===== src/verilog/jtag_config.svh =====
`ifndef JTAG_CONFIG_SVH
`define JTAG_CONFIG_SVH

// instruction register width
`define JTAG_IR_LEN 5

// fixed pattern loaded in Capture-IR
// the two LSBs must read 01
`define JTAG_IR_CAPTURE 5'b00101

// device identifier
// version, part number, manufacturer, then the mandatory 1 in bit 0
`define JTAG_IDCODE 32'h4A3C_1093

// width of the user data register and its parallel port
`define JTAG_USER_LEN 32

`endif


===== src/verilog/jtag_pkg.sv =====
`include "jtag_config.svh"

package jtag_pkg;

  // TAP states in the usual 4-bit encoding
  typedef enum logic [3:0] {
    TEST_LOGIC_RESET = 4'h0,
    RUN_TEST_IDLE    = 4'h1,
    SELECT_DR_SCAN   = 4'h2,
    CAPTURE_DR       = 4'h3,
    SHIFT_DR         = 4'h4,
    EXIT1_DR         = 4'h5,
    PAUSE_DR         = 4'h6,
    EXIT2_DR         = 4'h7,
    UPDATE_DR        = 4'h8,
    SELECT_IR_SCAN   = 4'h9,
    CAPTURE_IR       = 4'hA,
    SHIFT_IR         = 4'hB,
    EXIT1_IR         = 4'hC,
    PAUSE_IR         = 4'hD,
    EXIT2_IR         = 4'hE,
    UPDATE_IR        = 4'hF
  } tap_state_e;

  // decoded instructions
  // any code not listed here acts as bypass
  typedef enum logic [`JTAG_IR_LEN-1:0] {
    INSTR_IDCODE    = 5'b00001,
    INSTR_USER_DATA = 5'b00010,
    INSTR_BYPASS    = 5'b11111
  } jtag_instr_e;

  // one flag per TAP state that the registers act on
  typedef struct packed {
    logic test_logic_reset;
    logic capture_dr;
    logic shift_dr;
    logic update_dr;
    logic capture_ir;
    logic shift_ir;
    logic update_ir;
  } tap_ctrl_t;

endpackage


===== src/verilog/instruction_register.sv =====
`timescale 1ns/1ps
`include "jtag_config.svh"

module instruction_register (
  input  logic                  TCK,
  input  logic                  rst_n,
  input  logic                  TDI,
  input  jtag_pkg::tap_ctrl_t   ctrl,
  output jtag_pkg::jtag_instr_e instr,
  output logic                  ir_tdo
);
  import jtag_pkg::*;

  logic [`JTAG_IR_LEN-1:0] ir_shift;
  logic [`JTAG_IR_LEN-1:0] ir_shadow;

  // shift stage, TDI in at the MSB
  always_ff @(posedge TCK)
  begin
    if (ctrl.capture_ir)
    begin
      ir_shift <= `JTAG_IR_CAPTURE;
    end
    else if (ctrl.shift_ir)
    begin
      ir_shift <= {TDI, ir_shift[`JTAG_IR_LEN-1:1]};
    end
  end

  assign ir_tdo = ir_shift[0];

  // update shadow holds the active instruction
  always_ff @(posedge TCK or negedge rst_n)
  begin
    if (!rst_n)
    begin
      ir_shadow <= INSTR_IDCODE;
    end
    else if (ctrl.test_logic_reset)
    begin
      ir_shadow <= INSTR_IDCODE;
    end
    else if (ctrl.update_ir)
    begin
      ir_shadow <= ir_shift;
    end
  end

  // unknown opcodes fall back to bypass
  always_comb
  begin
    case (ir_shadow)
      INSTR_IDCODE:    instr = INSTR_IDCODE;
      INSTR_USER_DATA: instr = INSTR_USER_DATA;
      default:         instr = INSTR_BYPASS;
    endcase
  end

  a_instr_legal: assert property (
    @(posedge TCK) disable iff (!rst_n)
    instr inside {INSTR_IDCODE, INSTR_USER_DATA, INSTR_BYPASS}
  ) else $error("instruction_register: illegal instruction %b", instr);

endmodule


===== src/verilog/jtag_tap_top.sv =====
`timescale 1ns/1ps
`include "jtag_config.svh"

module jtag_tap_top (
  input  logic                      TCK,
  input  logic                      rst_n,
  input  logic                      TMS,
  input  logic                      TDI,
  output logic                      TDO,
  output logic [`JTAG_USER_LEN-1:0] user_data
);
  import jtag_pkg::*;

  tap_ctrl_t   ctrl;
  jtag_instr_e instr;
  logic        ir_tdo;

  tap_controller u_tap_controller (
    .TCK   (TCK),
    .rst_n (rst_n),
    .TMS   (TMS),
    .ctrl  (ctrl)
  );

  instruction_register u_instruction_register (
    .TCK    (TCK),
    .rst_n  (rst_n),
    .TDI    (TDI),
    .ctrl   (ctrl),
    .instr  (instr),
    .ir_tdo (ir_tdo)
  );

  // data registers and TDO mux
  scan_path u_scan_path (
    .TCK       (TCK),
    .rst_n     (rst_n),
    .TDI       (TDI),
    .ctrl      (ctrl),
    .instr     (instr),
    .ir_tdo    (ir_tdo),
    .TDO       (TDO),
    .user_data (user_data)
  );

endmodule


===== src/verilog/scan_path.sv =====
`timescale 1ns/1ps
`include "jtag_config.svh"

module scan_path (
  input  logic                      TCK,
  input  logic                      rst_n,
  input  logic                      TDI,
  input  jtag_pkg::tap_ctrl_t       ctrl,
  input  jtag_pkg::jtag_instr_e     instr,
  input  logic                      ir_tdo,
  output logic                      TDO,
  output logic [`JTAG_USER_LEN-1:0] user_data
);
  import jtag_pkg::*;

  logic                      sel_bypass;
  logic                      sel_idcode;
  logic                      sel_user;
  logic                      bypass_reg;
  logic [31:0]               idcode_shift;
  logic [`JTAG_USER_LEN-1:0] user_shift;
  logic                      dr_tdo;

  // exactly one data register is selected
  always_comb
  begin
    sel_bypass = 1'b0;
    sel_idcode = 1'b0;
    sel_user   = 1'b0;
    case (instr)
      INSTR_IDCODE:    sel_idcode = 1'b1;
      INSTR_USER_DATA: sel_user   = 1'b1;
      default:         sel_bypass = 1'b1;
    endcase
  end

  // bypass is a single stage that captures 0
  always_ff @(posedge TCK)
  begin
    if (sel_bypass && ctrl.capture_dr)
    begin
      bypass_reg <= 1'b0;
    end
    else if (sel_bypass && ctrl.shift_dr)
    begin
      bypass_reg <= TDI;
    end
  end

  always_ff @(posedge TCK)
  begin
    if (sel_idcode && ctrl.capture_dr)
    begin
      idcode_shift <= `JTAG_IDCODE;
    end
    else if (sel_idcode && ctrl.shift_dr)
    begin
      idcode_shift <= {TDI, idcode_shift[31:1]};
    end
  end

  // user stage reads back the current parallel value
  always_ff @(posedge TCK)
  begin
    if (sel_user && ctrl.capture_dr)
    begin
      user_shift <= user_data;
    end
    else if (sel_user && ctrl.shift_dr)
    begin
      user_shift <= {TDI, user_shift[`JTAG_USER_LEN-1:1]};
    end
  end

  always_ff @(posedge TCK or negedge rst_n)
  begin
    if (!rst_n)
    begin
      user_data <= '0;
    end
    else if (sel_user && ctrl.update_dr)
    begin
      user_data <= user_shift;
    end
  end

  // LSB of the selected data register
  always_comb
  begin
    case (1'b1)
      sel_idcode: dr_tdo = idcode_shift[0];
      sel_user:   dr_tdo = user_shift[0];
      default:    dr_tdo = bypass_reg;
    endcase
  end

  // TDO only drives during the two shift states
  assign TDO = (ctrl.shift_ir & ir_tdo) | (ctrl.shift_dr & dr_tdo);

  a_tdo_quiet: assert property (
    @(posedge TCK) disable iff (!rst_n)
    !(ctrl.shift_ir || ctrl.shift_dr) |-> !TDO
  ) else $error("scan_path: TDO active outside shift states");

endmodule


===== src/verilog/tap_controller.sv =====
`timescale 1ns/1ps

module tap_controller (
  input  logic                TCK,
  input  logic                rst_n,
  input  logic                TMS,
  output jtag_pkg::tap_ctrl_t ctrl
);
  import jtag_pkg::*;

  tap_state_e state;
  tap_state_e next_state;

  // state register, TRST forces Test-Logic-Reset
  always_ff @(posedge TCK or negedge rst_n)
  begin
    if (!rst_n)
    begin
      state <= TEST_LOGIC_RESET;
    end
    else
    begin
      state <= next_state;
    end
  end

  // standard next-state table, TMS picks the branch
  always_comb
  begin
    case (state)
      TEST_LOGIC_RESET: next_state = TMS ? TEST_LOGIC_RESET : RUN_TEST_IDLE;
      RUN_TEST_IDLE:    next_state = TMS ? SELECT_DR_SCAN   : RUN_TEST_IDLE;
      SELECT_DR_SCAN:   next_state = TMS ? SELECT_IR_SCAN   : CAPTURE_DR;
      CAPTURE_DR:       next_state = TMS ? EXIT1_DR         : SHIFT_DR;
      SHIFT_DR:         next_state = TMS ? EXIT1_DR         : SHIFT_DR;
      EXIT1_DR:         next_state = TMS ? UPDATE_DR        : PAUSE_DR;
      PAUSE_DR:         next_state = TMS ? EXIT2_DR         : PAUSE_DR;
      EXIT2_DR:         next_state = TMS ? UPDATE_DR        : SHIFT_DR;
      UPDATE_DR:        next_state = TMS ? SELECT_DR_SCAN   : RUN_TEST_IDLE;
      SELECT_IR_SCAN:   next_state = TMS ? TEST_LOGIC_RESET : CAPTURE_IR;
      CAPTURE_IR:       next_state = TMS ? EXIT1_IR         : SHIFT_IR;
      SHIFT_IR:         next_state = TMS ? EXIT1_IR         : SHIFT_IR;
      EXIT1_IR:         next_state = TMS ? UPDATE_IR        : PAUSE_IR;
      PAUSE_IR:         next_state = TMS ? EXIT2_IR         : PAUSE_IR;
      EXIT2_IR:         next_state = TMS ? UPDATE_IR        : SHIFT_IR;
      UPDATE_IR:        next_state = TMS ? SELECT_DR_SCAN   : RUN_TEST_IDLE;
      default:          next_state = TEST_LOGIC_RESET;
    endcase
  end

  // flags follow the registered state with no extra delay
  always_comb
  begin
    ctrl.test_logic_reset = (state == TEST_LOGIC_RESET);
    ctrl.capture_dr       = (state == CAPTURE_DR);
    ctrl.shift_dr         = (state == SHIFT_DR);
    ctrl.update_dr        = (state == UPDATE_DR);
    ctrl.capture_ir       = (state == CAPTURE_IR);
    ctrl.shift_ir         = (state == SHIFT_IR);
    ctrl.update_ir        = (state == UPDATE_IR);
  end

  // the registers downstream rely on never seeing two strobes at once
  a_ctrl_onehot: assert property (
    @(posedge TCK) disable iff (!rst_n)
    $onehot0(ctrl)
  ) else $error("tap_controller: more than one ctrl flag high");

  // five edges with TMS high reach Test-Logic-Reset from anywhere
  a_tms_reset: assert property (
    @(posedge TCK) disable iff (!rst_n)
    (TMS && $past(TMS) && $past(TMS, 2) && $past(TMS, 3) && $past(TMS, 4))
      |=> (state == TEST_LOGIC_RESET)
  ) else $error("tap_controller: TMS high for five cycles missed reset");

endmodule

===== config.mk =====
export PLATFORM = sky130hd
export DESIGN_NAME = jtag_tap_top
export DESIGN_NICKNAME = d
export VERILOG_FILES = /design/src/verilog/jtag_pkg.sv /design/src/verilog/instruction_register.sv /design/src/verilog/jtag_tap_top.sv /design/src/verilog/scan_path.sv /design/src/verilog/tap_controller.sv
export VERILOG_INCLUDE_DIRS = /design/src /design/src/verilog
export SDC_FILE = /design/constraint.sdc
export NUM_CORES = 1
export LEC_CHECK = 0
export BUFFER_PORTS_ARGS = -buffer_cell sky130_fd_sc_hd__buf_2
export CAP_MARGIN = 10
export CORE_UTILIZATION = 62
export CTS_BUF_LIST = sky130_fd_sc_hd__clkbuf_4
export DETAILED_ROUTE_END_ITERATION = 10
export GPL_TIMING_DRIVEN = 1
export PLACE_DENSITY = 0.81
export SYNTH_ARGS = -nofsm -noshare
export SYNTH_HDL_FRONTEND = slang
export SYNTH_HIERARCHICAL = 1
export SYNTH_SLANG_ARGS = --single-unit

===== constraint.sdc =====
create_clock -name TCK -period 3.9 [get_ports TCK]
set_clock_uncertainty 0.1 [all_clocks]
set_input_delay 0.78 -clock TCK [delete_from_list [all_inputs] [get_ports TCK]]
set_output_delay 0.78 -clock TCK [all_outputs]
set_load 0.1 [all_outputs]

==> flow_metrics.py <==
metrics = {
    "power": {
        "ir_drop_mv": 0.447,
        "finalPower_w": 0.00285,
        "powerDensity_nw_per_um2": 584,
        "pwr-share-comb_pct": 25.8,
        "p_clk_share_pct": 20.2,
        "intPower_w": 0.00186,
        "p_switching_w": 0.000989,
        "leakagePower_nw": 2.17,
        "p_sw_share_pct": 34.7,
        "power_frac_seq_pct": 54.1,
    },
    "die": {
        "core_area_um2": 6980,
        "core.rowCount": 30,
        "initial_core_util_pct": 65.6,
        "die_w_um": 87.9,
        "io_pins": 37,
        "die-area_um2": 7730,
        "die_h_um": 87.9,
    },
    "layout": {
        "layout-drive-gt1-share_pct": 22.8,
        "fin_util_pct": 70.0,
        "areaGrowthSynthToFinish_pct": 6.72,
        "nNetsFinal": 412,
        "final_cell_mix": "73 x nand2_1, 40 x dfrtp_1, 38 x dfxtp_1",
        "top_regs": "u_scan_path/idcode_shift x32, u_scan_path/user_data x32, u_scan_path/user_shift x32",
        "layout_commonest_cell": "nand2_1",
        "diodes": 0,
    },
    "timing": {
        "fmax_mhz": 281,
        "fin_ws_ns": 0.337,
        "setup_tns_ns": 0,
        "period_share_pct": 91.4,
        "relSlewSlack_pct": 38.4,
        "hold_viol": 0,
        "finalMaxSlewViolations": 0,
        "rsz0062_at_grt": "no",
        "fin_crit_ns": 3.56,
        "setup_violations": 0,
        "tightest_slew_ns": 0.924,
    },
    "cts": {
        "ctsResizeCount": 0,
        "htreeDepth": 3,
        "cts_root_buffer": "clkbuf_4",
        "hold_buffers": 0,
        "cts_tree": "done",
        "cts_sinks": 111,
        "path_clk_slew_ns": 0.17,
        "clk_path_buf_depth": 2,
        "cts_buffers": 9,
        "insertion_delay_ns": 0.44,
        "post-cts-setup-buffer-count": 0,
    },
    "logic_synthesis": {
        "async_reset_ff_share_pct": 36.9,
        "synth_compound_area_share_pct": 5.87,
        "yosys_register_bits": 111,
        "synth_cell_types": 43,
        "synth_top_family_by_area": "multiplexers",
        "ys.flop_type": "dfrtp_1",
        "avgSynthCellArea_um2": 12.0,
        "syn_inst": 381,
        "synth_xor_area_share_pct": 0,
        "synthMuxAreaShare_pct": 17.5,
        "synthAdderAreaFrac_pct": 0,
        "synth_edf_count": 32,
        "seq_area_frac_synth_pct": 60.0,
        "synth-simple-area-share_pct": 12.5,
        "synthesis.nets": 385,
        "yosys_warnings": 6,
        "netlist_area_um2": 4580,
    },
    "drt": {
        "drc": 0,
        "via_per_inst": 5.43,
        "drt_pass1_iterations": 4,
        "vias": 2764,
        "ant_nets": 0,
        "wl_mm": 7.28,
        "drt_iter0_drc": 170,
        "avgRoutedWirePerCell_um": 14.3,
    },
    "setup_path": {
        "worst-path-max-fanout": 12,
        "cp.arrival_ns": 2.68,
        "start_kind": "register",
        "worstSetupStartpoint": "u_tap_controller/state[2]$_DFF_PN0_",
        "crit_required_ns": 3.02,
        "crit_type": "reg2out",
        "timing.rr.start": "u_instruction_register/ir_shadow[4]$_DFFE_PN0P_",
        "endpoint_kind": "primary output",
    },
    "grt": {
        "grt_max_degree": 42,
        "grt_pass1_wl_mm": 12.2,
        "antenna_found_initial": 0,
        "overflow": 0,
        "track_usage_pct": 20.8,
        "grt_pass1_vias": 2631,
    },
    "place": {
        "gp_congestion": 0.793,
        "numPortBuffers": 36,
        "place_ws_ns": 0.849,
        "dp_hpwl_mm": 4.68,
    },
    "worst_hold_path": {
        "hp-class": "in2async",
    },
    "status": {
        "status": "finished clean",
    },
    "job": {
        "max-cap-violations": 0,
    },
}
==> layer usage <==
| metal | GRT usage, % | vias to the layer above | wire length, um |
|---|---|---|---|
| met5 | 0 | - | 0 |
| met4 | 8.05 | 0 | 68 |
| met3 | 3.11 | 6 | 224 |
| met2 | 34.2 | 45 | 3580 |
| met1 | 27.9 | 1321 | 3410 |
| li1 | - | 1392 | - |
==> per-stage QoR <==
step | std cells | cell area (um2) | hold slack [ns]
after floorplan | 381 | 4580 | 0.332
after global placement | 493 | 4740 | 0.338
after global routing | 509 | 4890 | 0.384
after CTS | 509 | 4890 | 0.359
after detailed placement | 493 | 4740 | 0.345
final | 509 | 4890 | 0.349
==> synthesized netlist by cell type (3+ instances only) <==
library cell  count  share of area (%)
mux2i_1           8                1.7
nand2_1          73                6.0
mux2_2           32                7.9
edfxtp_1         32                 21
clkbuf_1          4               0.33
buf_2             8               0.87
nor2_1           14                1.1
dfxtp_1          38                 17
dfrtp_1          40                 22
buf_4             6               0.98
mux2_1           32                7.9
buf_6             7                1.7
nor2b_1           8                1.1
and3_1            3               0.41
o21ai_0           7               0.76
nand3_1          15                1.6
a211o_1           3               0.57
a21oi_1          21                2.3
nor3_1            3               0.33
==> cells by family after synthesis <==
group / count (synthesis)
compound gates: 44
buf+inv: 28
flops: 111
mux: 72
simple gates: 126
==> area by class of cell <==
cell class,instances,area (um2)
Fill cell,537,2090
Tap cell,96,120
Inverter,3,11.3
Multi-Input combinational cell,242,1640
Clock buffer,9,67.6
Sequential cell,111,2750
Clock inverter,7,78.8
Timing Repair Buffer,41,218
==> power by group through the flow <==
stage	logic, W	registers, W	clock network [W]
finish	0.000735	0.00154	0.000575
global route	0.000842	0.00157	0.000632
CTS	0.000743	0.00154	0.000590
detailed placement	0.000735	0.00157	0
global placement	0.000704	0.00155	0
floorplan	0.000704	0.00150	0
==> critical path, cell delays in order, from the launching register on <==
cell	delay (ns)
dfrtp_1	0.59
inv_2	0.11
nor4_1	0.71
o21ai_0	0.21
o21ai_1	0.19
buf_2	0.45
==> path summary, 6_finish.rpt <==
kind | end | slack (ns) | depth (start not counted)
max | TDO | 0.34 | 5
min | u_scan_path/user_data[20]$_DFFE_PN0P_ | 0.35 | 1
max reg2reg | u_scan_path/user_data[31]$_DFFE_PN0P_ | 1.31 | 6
min reg2reg | u_scan_path/idcode_shift[17]$_SDFFE_PP0P_ | 0.35 | 2
max in group asynchronous | u_instruction_register/ir_shadow[2]$_DFFE_PN0P_ | 2.77 | 1
min in group TCK | u_scan_path/idcode_shift[17]$_SDFFE_PP0P_ | 0.35 | 2
(Power assumes the default switching activity.)
